===== src/csr_index_pkg.sv =====
/*
 * Shared widths and types for the CSR index generator
 * Index, address and shift types, sequencer state encoding
 */

package csr_index_pkg;

    // ------------------------------------------------------------------
    // Widths
    // ------------------------------------------------------------------
    parameter int INDEX_WIDTH   = 32;
    parameter int ADDRESS_WIDTH = 32;
    parameter int SHIFT_WIDTH   = 5;

    // ------------------------------------------------------------------
    // Types
    // ------------------------------------------------------------------
    typedef logic [INDEX_WIDTH-1:0]   index_t;
    typedef logic [ADDRESS_WIDTH-1:0] address_t;
    typedef logic [SHIFT_WIDTH-1:0]   shift_t;

    // Run state machine of the index sequencer
    typedef enum logic [3:0] {
        RESET       = 4'd0,
        IDLE        = 4'd1,
        SETUP       = 4'd2,
        START       = 4'd3,
        BUSY        = 4'd4,
        BUSY_TRANS  = 4'd5,
        PAUSE_TRANS = 4'd6,
        PAUSE       = 4'd7,
        DONE        = 4'd8
    } sequencer_state_t;

endpackage : csr_index_pkg


===== src/csr_index_sequencer.sv =====
/*
 * Index sequencer of the CSR index generator
 * Configuration capture, run state machine and stride counter
 */

`timescale 1ns/1ns

module csr_index_sequencer
    import csr_index_pkg::*;
(
    input  logic   ap_clk,
    input  logic   areset_generator,
    input  logic   config_valid,
    input  index_t config_index_start,
    input  index_t config_index_end,
    input  index_t config_stride,
    input  logic   prog_full,
    output logic   config_accept,
    output logic   idle,
    output logic   done,
    output logic   gen_valid,
    output index_t gen_index
);

    // ------------------------------------------------------------------
    // Declarations
    // ------------------------------------------------------------------
    sequencer_state_t state;
    sequencer_state_t next_state;

    index_t start_reg;
    index_t end_reg;
    index_t stride_reg;

    // One extra bit so a stride past the top of the range cannot wrap
    logic [INDEX_WIDTH:0] count;
    logic                 end_hit;

    // ------------------------------------------------------------------
    // Configuration capture
    // ------------------------------------------------------------------
    // A strobe counts only while the sequencer sits in IDLE
    assign config_accept = config_valid && (state == IDLE);

    always_ff @(posedge ap_clk) begin
        if (config_accept) begin
            start_reg  <= config_index_start;
            end_reg    <= config_index_end;
            stride_reg <= config_stride;
        end
    end

    // ------------------------------------------------------------------
    // State register
    // ------------------------------------------------------------------
    always_ff @(posedge ap_clk) begin
        if (areset_generator) begin
            state <= RESET;
        end else begin
            state <= next_state;
        end
    end

    // ------------------------------------------------------------------
    // Next state
    // ------------------------------------------------------------------
    always_comb begin
        next_state = state;
        case (state)
            RESET: begin
                next_state = IDLE;
            end
            IDLE: begin
                if (config_accept) begin
                    next_state = SETUP;
                end
            end
            SETUP: begin
                next_state = START;
            end
            START: begin
                next_state = BUSY;
            end
            BUSY: begin
                if (end_hit) begin
                    next_state = DONE;
                end else if (prog_full) begin
                    next_state = PAUSE_TRANS;
                end
            end
            PAUSE_TRANS: begin
                next_state = PAUSE;
            end
            PAUSE: begin
                // Wait for the FIFO to drain below threshold
                if (!prog_full) begin
                    next_state = BUSY_TRANS;
                end
            end
            BUSY_TRANS: begin
                next_state = BUSY;
            end
            DONE: begin
                next_state = IDLE;
            end
            default: begin
                next_state = RESET;
            end
        endcase
    end

    // ------------------------------------------------------------------
    // Stride counter
    // ------------------------------------------------------------------
    assign end_hit = count >= {1'b0, end_reg};

    always_ff @(posedge ap_clk) begin
        if (state == SETUP) begin
            count <= {1'b0, start_reg};
        end else if (gen_valid) begin
            count <= count + {1'b0, stride_reg};
        end
    end

    // ------------------------------------------------------------------
    // Outputs
    // ------------------------------------------------------------------
    // One index per BUSY cycle until the end is reached
    assign gen_valid = (state == BUSY) && !end_hit;
    assign gen_index = count[INDEX_WIDTH-1:0];

    assign idle = (state == IDLE);
    assign done = (state == DONE);

    // ------------------------------------------------------------------
    // Assertions
    // ------------------------------------------------------------------
    // At most one index goes out after prog_full is seen
    stop_on_prog_full : assert property (
        @(posedge ap_clk) disable iff (areset_generator)
        gen_valid && prog_full |=> !gen_valid
    ) else $error("gen_valid continued while prog_full was high");

endmodule : csr_index_sequencer


===== src/csr_address_map.sv =====
/*
 * Request address stage
 * Base and shift capture, one registered index to address step
 */

`timescale 1ns/1ns

module csr_address_map
    import csr_index_pkg::*;
(
    input  logic     ap_clk,
    input  logic     areset_generator,
    input  logic     config_accept,
    input  address_t config_base_address,
    input  shift_t   config_shift_amount,
    input  logic     config_shift_left,
    input  logic     gen_valid,
    input  index_t   gen_index,
    output logic     push,
    output index_t   push_index,
    output address_t push_address
);

    address_t base_address;
    shift_t   shift_amount;
    logic     shift_left;
    address_t index_wide;
    address_t offset;

    // Mapping parameters held for the whole run
    always_ff @(posedge ap_clk) begin
        if (config_accept) begin
            base_address <= config_base_address;
            shift_amount <= config_shift_amount;
            shift_left   <= config_shift_left;
        end
    end

    always_comb begin
        index_wide = address_t'(gen_index);
        if (shift_left) begin
            offset = index_wide << shift_amount;
        end else begin
            offset = index_wide >> shift_amount;
        end
    end

    always_ff @(posedge ap_clk) begin
        if (areset_generator) begin
            push <= 1'b0;
        end else begin
            push <= gen_valid;
        end
    end

    // Sum wraps at the address width
    always_ff @(posedge ap_clk) begin
        push_index   <= gen_index;
        push_address <= base_address + offset;
    end

endmodule : csr_address_map


===== src/request_fifo.sv =====
/*
 * Synchronous request FIFO with programmable-full flag
 * Holds index and address pairs, pops on valid and ready
 */

`timescale 1ns/1ns

module request_fifo
    import csr_index_pkg::*;
#(
    parameter int FIFO_DEPTH  = 16,
    parameter int PROG_THRESH = 8
) (
    input  logic     ap_clk,
    input  logic     areset_generator,
    input  logic     push,
    input  index_t   push_index,
    input  address_t push_address,
    input  logic     pop_ready,
    output logic     request_valid,
    output index_t   request_index,
    output address_t request_address,
    output logic     prog_full
);

    localparam int PTR_WIDTH = $clog2(FIFO_DEPTH);

    // ------------------------------------------------------------------
    // Storage and pointers
    // ------------------------------------------------------------------
    index_t   index_mem   [FIFO_DEPTH];
    address_t address_mem [FIFO_DEPTH];

    logic [PTR_WIDTH-1:0] wr_ptr;
    logic [PTR_WIDTH-1:0] rd_ptr;
    logic [PTR_WIDTH:0]   count;

    logic full;
    logic wr_en;
    logic rd_en;

    assign full  = count == (PTR_WIDTH+1)'(FIFO_DEPTH);
    assign wr_en = push && !full;
    assign rd_en = request_valid && pop_ready;

    // ------------------------------------------------------------------
    // Write side
    // ------------------------------------------------------------------
    always_ff @(posedge ap_clk) begin
        if (wr_en) begin
            index_mem[wr_ptr]   <= push_index;
            address_mem[wr_ptr] <= push_address;
        end
    end

    // Pointers wrap explicitly so any depth works
    always_ff @(posedge ap_clk) begin
        if (areset_generator) begin
            wr_ptr <= '0;
            rd_ptr <= '0;
        end else begin
            if (wr_en) begin
                if (wr_ptr == PTR_WIDTH'(FIFO_DEPTH - 1)) begin
                    wr_ptr <= '0;
                end else begin
                    wr_ptr <= wr_ptr + 1'b1;
                end
            end
            if (rd_en) begin
                if (rd_ptr == PTR_WIDTH'(FIFO_DEPTH - 1)) begin
                    rd_ptr <= '0;
                end else begin
                    rd_ptr <= rd_ptr + 1'b1;
                end
            end
        end
    end

    // ------------------------------------------------------------------
    // Occupancy
    // ------------------------------------------------------------------
    always_ff @(posedge ap_clk) begin
        if (areset_generator) begin
            count <= '0;
        end else if (wr_en && !rd_en) begin
            count <= count + 1'b1;
        end else if (rd_en && !wr_en) begin
            count <= count - 1'b1;
        end
    end

    // Head entry shown directly from storage
    assign request_valid   = count != '0;
    assign request_index   = index_mem[rd_ptr];
    assign request_address = address_mem[rd_ptr];
    assign prog_full       = count >= (PTR_WIDTH+1)'(PROG_THRESH);

    // Pause logic upstream must keep headroom above the threshold
    no_push_when_full : assert property (
        @(posedge ap_clk) disable iff (areset_generator)
        push |-> !full
    ) else $error("request FIFO overflow");

endmodule : request_fifo


===== src/csr_index_generator.sv =====
/*
 * CSR index generator top level
 * Sequencer, address stage and request FIFO
 */

`timescale 1ns/1ns

module csr_index_generator
    import csr_index_pkg::*;
#(
    parameter int FIFO_DEPTH  = 16,
    parameter int PROG_THRESH = 8
) (
    input  logic     ap_clk,
    input  logic     areset_generator,
    input  logic     config_valid,
    input  index_t   config_index_start,
    input  index_t   config_index_end,
    input  index_t   config_stride,
    input  address_t config_base_address,
    input  shift_t   config_shift_amount,
    input  logic     config_shift_left,
    input  logic     request_ready,
    output logic     idle,
    output logic     done,
    output logic     request_valid,
    output index_t   request_index,
    output address_t request_address
);

    logic     config_accept;
    logic     gen_valid;
    index_t   gen_index;
    logic     push;
    index_t   push_index;
    address_t push_address;
    logic     prog_full;

    csr_index_sequencer i_csr_index_sequencer (
        .ap_clk             (ap_clk),
        .areset_generator   (areset_generator),
        .config_valid       (config_valid),
        .config_index_start (config_index_start),
        .config_index_end   (config_index_end),
        .config_stride      (config_stride),
        .prog_full          (prog_full),
        .config_accept      (config_accept),
        .idle               (idle),
        .done               (done),
        .gen_valid          (gen_valid),
        .gen_index          (gen_index)
    );

    csr_address_map i_csr_address_map (
        .ap_clk              (ap_clk),
        .areset_generator    (areset_generator),
        .config_accept       (config_accept),
        .config_base_address (config_base_address),
        .config_shift_amount (config_shift_amount),
        .config_shift_left   (config_shift_left),
        .gen_valid           (gen_valid),
        .gen_index           (gen_index),
        .push                (push),
        .push_index          (push_index),
        .push_address        (push_address)
    );

    // Output buffer, prog_full stalls the sequencer
    request_fifo #(
        .FIFO_DEPTH  (FIFO_DEPTH),
        .PROG_THRESH (PROG_THRESH)
    ) i_request_fifo (
        .ap_clk           (ap_clk),
        .areset_generator (areset_generator),
        .push             (push),
        .push_index       (push_index),
        .push_address     (push_address),
        .pop_ready        (request_ready),
        .request_valid    (request_valid),
        .request_index    (request_index),
        .request_address  (request_address),
        .prog_full        (prog_full)
    );

endmodule : csr_index_generator


===== config.mk =====
export PLATFORM = sky130hd
export DESIGN_NAME = csr_index_generator
export DESIGN_NICKNAME = d
export VERILOG_FILES = /design/src/csr_index_pkg.sv /design/src/csr_index_sequencer.sv /design/src/csr_address_map.sv /design/src/request_fifo.sv /design/src/csr_index_generator.sv
export SDC_FILE = /design/constraint.sdc
export NUM_CORES = 1
export LEC_CHECK = 0
export BUFFER_PORTS_ARGS = -buffer_cell sky130_fd_sc_hd__buf_2
export CAP_MARGIN = 30
export CORE_ASPECT_RATIO = 1.75
export CORE_MARGIN = 2
export CORE_UTILIZATION = 30
export CTS_BUF_LIST = sky130_fd_sc_hd__clkbuf_4 sky130_fd_sc_hd__clkbuf_8 sky130_fd_sc_hd__clkbuf_16
export DETAILED_ROUTE_END_ITERATION = 10
export PLACE_DENSITY_LB_ADDON = 0.15
export SLEW_MARGIN = 5
export SYNTH_ARGS = -nofsm -noshare
export SYNTH_HDL_FRONTEND = slang
export SYNTH_SLANG_ARGS = --single-unit

===== constraint.sdc =====
create_clock -name ap_clk -period 11.88 [get_ports ap_clk]
set_input_delay 1.782 -clock ap_clk [delete_from_list [all_inputs] [get_ports ap_clk]]
set_output_delay 1.782 -clock ap_clk [all_outputs]
set_load 0.03 [all_outputs]

## After elaboration in Yosys (flattened, before gate mapping)

Memories as Yosys holds them, arrays and structs flattened. A register that Yosys moved wholly into a read port is not among the register bits.
Cells that the tools add are included.

- Logic and storage cells: 76
- Memories: 2
- Bits in writable memories: 1024
- Input port bits: 138
- Output and inout port bits: 67
- Register bits after elaboration: 249

Memories:

| name | words | bits a word | read ports | clocked after memory_dff | write ports | line | source |
|---|---|---|---|---|---|---|---|
| i_request_fifo.address_mem | 16 | 32 | 1 | 1 | 1 | request_fifo.sv:32 | `address_t address_mem [FIFO_DEPTH];` |
| i_request_fifo.index_mem | 16 | 32 | 1 | 1 | 1 | request_fifo.sv:31 | `index_t index_mem [FIFO_DEPTH];` |

- Mux-type cells: 18
- $add $sub $neg: 6
- Reductions and logical operators: 17
- $lt $le $gt $ge: 2
- Shift-type cells: 2
- Equal/unequal tests: 14

Operator list:

| kind | number |
|---|---|
| 2-to-1 mux 32 bit | 3 |
| 2-to-1 mux 4 bit | 10 |
| adder 33 x 32 -> 33 bit | 1 |
| >= comparator 33 x 32 -> 1 bit | 1 |
| adder 32 bit | 1 |
| left shift 32 x 5 -> 32 bit | 1 |
| right shift 32 x 5 -> 32 bit | 1 |
| one-hot mux 4 bit (7 select lines) | 1 |
| equality test 4 x 3 -> 1 bit (second input constant) | 4 |
| equality test 4 bit (second input constant) | 3 |
| 2-to-1 mux 5 bit | 2 |
| adder 4 x 1 -> 4 bit (second input constant) | 2 |
| equality test 4 x 2 -> 1 bit (second input constant) | 2 |
| logical AND 1 bit | 6 |
| adder 5 x 1 -> 5 bit (second input constant) | 1 |
| equality test 5 bit (second input constant) | 1 |
| >= comparator 5 x 4 -> 1 bit (second input constant) | 1 |
| nonzero test 5 bit | 1 |
| subtractor 5 x 1 -> 5 bit (second input constant) | 1 |
| equality test 4 x 1 -> 1 bit (second input constant) | 1 |
| zero test 1 bit | 4 |
| zero test 4 bit | 1 |
| nonzero test 2 bit | 2 |
| OR reduction 2 bit | 2 |
| other kinds (5) | 6 |

## Logic depth before layout (Yosys ltp)

- Depth after elaboration: 7
- Gate-level depth with buffers: 24
- Gate-level depth less buffers: 21

## Modules after synthesis

A second synthesis with hierarchy kept.

- Cells, all modules: 3067
- Area, all modules: 54076.9 µm²

Modules (own cells, without submodules):

| module | area each (µm²) | cells each | sequential area each (µm²) | instances |
|---|---|---|---|---|
| request_fifo | 39152.6 | 1675 | 31089.8 | 1 |
| csr_address_map | 7682.4 | 767 | 2442.3 | 1 |
| csr_index_sequencer | 7241.9 | 625 | 3943.8 | 1 |

## Worst setup path after synthesis

No wires, ideal clock.

- Path type: register -> register
- From: register i_request_fifo.count[0]
- To: memory i_request_fifo.address_mem[3][0] in the netlist's numbering (enable)
- Path slack: 5.800 ns
- Required time: 11.316 ns
- Stages on the path, launching flop included: 5
- Library setup time: 0.564 ns
- Arrival time: 5.516 ns
- Period minus slack after synthesis: 6.080 ns
- Buffers on the path: 0
- Path through: dfxtp_1 > nor4_1 > a21boi_1 > nand2_1 > nor3_1

- Cells in the longest elaborated chain, start to end: 5

Ends and longest elaborated chain:

| item | line | source |
|---|---|---|
| from (decl) | request_fifo.sv:36 | `logic [PTR_WIDTH:0] count;` |
| from (signal assigned) | request_fifo.sv:86 | `count <= count + 1'b1;` |
| from (signal assigned) | request_fifo.sv:88 | `count <= count - 1'b1;` |
| equality test 5 bit | request_fifo.sv:42 | `assign full = count == (PTR_WIDTH+1)'(FIFO_DEPTH);` |
| zero test 1 bit | request_fifo.sv:43 | `assign wr_en = push && !full;` |
| logical AND 1 bit | request_fifo.sv:43 |  |
| via i_request_fifo.wr_en | request_fifo.sv:39 | `logic wr_en;` |
| 2-to-1 mux 1 bit | request_fifo.sv:50 | `if (wr_en) begin` |
| 2-to-1 mux 1 bit (implied by the code) | request_fifo.sv:52 | `address_mem[wr_ptr] <= push_address;` |
| to (decl) | request_fifo.sv:32 |  |

The timed path passes the listed nets, and every way through them passes these cells.

==> run metrics <==
Final Wtd Congestion 0.805; H-tree levels 3; Pleak 0.0200 uW; # resized after CTS 0; TritonCTS clock tree yes; final WL 145000 um; CP delay by family, top buffers and inverters; final setup vio count 0; total of max-cap violations 0; crit-path cells buf_4 > buf_4 > mux4_2 > mux4_2 > buf_2; setup_tns 0 ps; I/O Buffers 204; Skew-Pair Late Insertion Delay 770 ps; number of flops mapped to enable cells by yosys 1190; slowest cell delay on critical path 800 ps; Crit Reg-Reg Startpoint i_csr_address_map.shift_amount[1]$_DFFE_PP_; Worst slew margin 31.2%; Fmax 160 MHz; register area share after synthesis 70.8%; reg-to-reg endpoint i_csr_address_map.push_address[30]$_DFF_P_; row cnt 203; most common cell after layout, fill and taps aside edfxtp_1; Post-synth top flop edfxtp_1; top-area cell type share of the netlist area 67.5%; Die Span X 321 um; clock sink count 1277; mean post-synth cell area 18.7 um^2; Netlist cell types 73; period utilization 52.5%; Overflow after GRT 0; Seq pwr share 48.5%; reg-to-reg slack, setup 6390 ps; Synth area leader edfxtp_1; DRC viols 0; Die ar. 180000 um^2; top cells by area, synth edfxtp_1 68%, mux4_2 15%, dfxtp_1 3.3%, ha_1 2.5%, mux2i_1 1.8%; GRT Util Overall 16.1%; CP required 10100 ps; HPWL Detailed 90800 um; Switching Fraction 26.8%; Placed Area 57100 um^2; Via Count 27400; non-filler cells, final 5456; status complete, no violations; Initial Util 30.2%; Clock transition at path regs 70 ps; WL/cell 26.6 um; Min-Delay Startpoint i_request_fifo.rd_ptr[1]$_SDFFE_PP0P_; layout cells sized above 1 27.5%; vias in the first global route 29300; slew of the pin with the lowest slew margin 1030 ps; largest net degree at the start of global routing 105; Tmin final 6240 ps; core area 175000 um^2; Clock Skew 38.2 ps; Iter 0 DRT Violations 2187; crit path kind register to output port; CP Buf/Inv Count 3; Tightest Hold Check Type register to register; P_int 8530 uW; Peak supply drop 107 uV; CP max stage cell buf_4; most frequent cells in the layout 1190 x edfxtp_1, 343 x mux4_2, 204 x buf_2, 120 x clkbuf_16, 108 x a21oi_1; CP Launch Type register; P per Cell Area 190 nW/um^2; Largest regs i_request_fifo.address_mem: 512 flops, i_request_fifo.index_mem: 512 flops, i_csr_index_sequencer.count: 33 flops; synthesized area 52900 um^2; largest fanout on the critical path 43; Final Core Density 35.1%; CP arrival 4460 ps; Pre-Repair DR Iteration Count 5; clock share of power 34.6%; fraction of registers with async set/reset 0%; Hold Crit Depth 2; Switch Pwr 3130 uW; die height 560 um; total CTS buffers 118; Vias/cell 5.03; fin area 61300 um^2; fin nets 3335; Max Transition Viols Final 0; postcts setup bufs 0; placed cells 5222; Layout area overhead 15.9%; yosys warns 0; hold-fix buffers at CTS 0; combinational power share 16.8%; RSZ-0062 raised after global routing no; CTS Root Cell clkbuf_16; crit end category output port; IO Pins 205; Post-Syn Instances 2828; Final Hold Violating Endpoints 0; Post-Syn Nets 3073; first-pass GRT wire length 209000 um; Detail Route Antenna Nets 0; Synth Register Bits 1277; R2R depth 20; initial antenna violation count 19; CTS max path bufs 3
==> cells by family after synthesis <==
kind of cell	after synthesis	share of synthesized area, %
buffers and inverters	205	1.50
adder cells (fa/ha/maj)	107	2.57
multiplexers	447	16.6
flip-flops	1277	70.8
AO/OA/AOI/OAI	375	4.40
AND/OR/NAND/NOR	356	3.11
XOR/XNOR	61	1.01
==> worst register-to-register path, cell delays in order (launching register included) <==
cell and delay, ps:
edfxtp_1 360, buf_4 290, inv_2 750, mux2i_1 400, mux2i_1 160, a21oi_1 180, nand2_1 70, a21oi_1 200
a21o_1 140, ha_1 200, inv_1 80, fa_1 440, nor2b_1 170, o31a_1 200, o2111ai_1 160, a21boi_1 310
a311oi_1 220, o31a_1 390, o21ai_1 290, nor2_1 90, a211o_1 270
==> worst max-delay path by stage <==
| stage | start | cells past startpoint | slack (ps) | endpoint |
|---|---|---|---|---|
| after floorplan | i_request_fifo.count[0]$_SDFFE_PP0P_ | 4 | 5800 | i_request_fifo.address_mem[3][0]$_DFFE_PP_ |
| after global placement | register | 5 | 6150 | request_index[8] |
| after detailed placement | register | 6 | 6240 | request_index[7] |
| after CTS | register | 6 | 5360 | request_index[7] |
| after global routing | register | 6 | 5220 | request_index[7] |
| final | register | 5 | 5640 | request_address[4] |
==> metal layers <==
layer	up-vias	GRT usage (%)	routed length (um)
met1	14500	20.4	59800
met5	-	0	54
met3	175	2.43	6970
li1	12000	-	-
met4	8	4.87	3370
met2	745	28.3	74900
==> synthesized netlist by cell type (all sizes together), types with 20 or more instances <==
master	instances
edfxtp	1190
mux4	343
nor2	118
o21ai	110
a21oi	108
nand2	105
ha	104
mux2i	93
dfxtp	87
clkbuf	76
inv	67
buf	62
nand2b	37
xnor2	37
a21o	34
xor2	24
nand3	22
nor3	20
==> power groups by stage <==
stage	Clock (uW)	Combinational, uW	Sequential (uW)
3_5_place_dp	0	2010	5770
6_report	4040	1960	5660
3_3_place_gp	0	1980	5750
2_1_floorplan	0	1510	5560
5_1_grt	4320	2140	5710
4_1_cts	4170	2010	5670
==> per-stage QoR <==
step	hold WS [ps]	power, uW	worst slack (ps)
6_report	521	11700	5640
5_1_grt	544	12200	5220
4_1_cts	521	11900	5360
3_5_place_dp	504	7780	6240
3_3_place_gp	500	7720	6150
2_1_floorplan	414	7070	5800
==> layout make-up <==
type	instances	area (um^2)
sequential	1277	37500
clock inverter	75	895
multi-input combinational	1346	14800
fill	16300	114000
inverter	67	251
clock buffer	150	3270
tap	2255	2820
timing repair buffer	280	1830
antenna	6	15.0
Note: power is estimated with default switching activity, not from simulation.
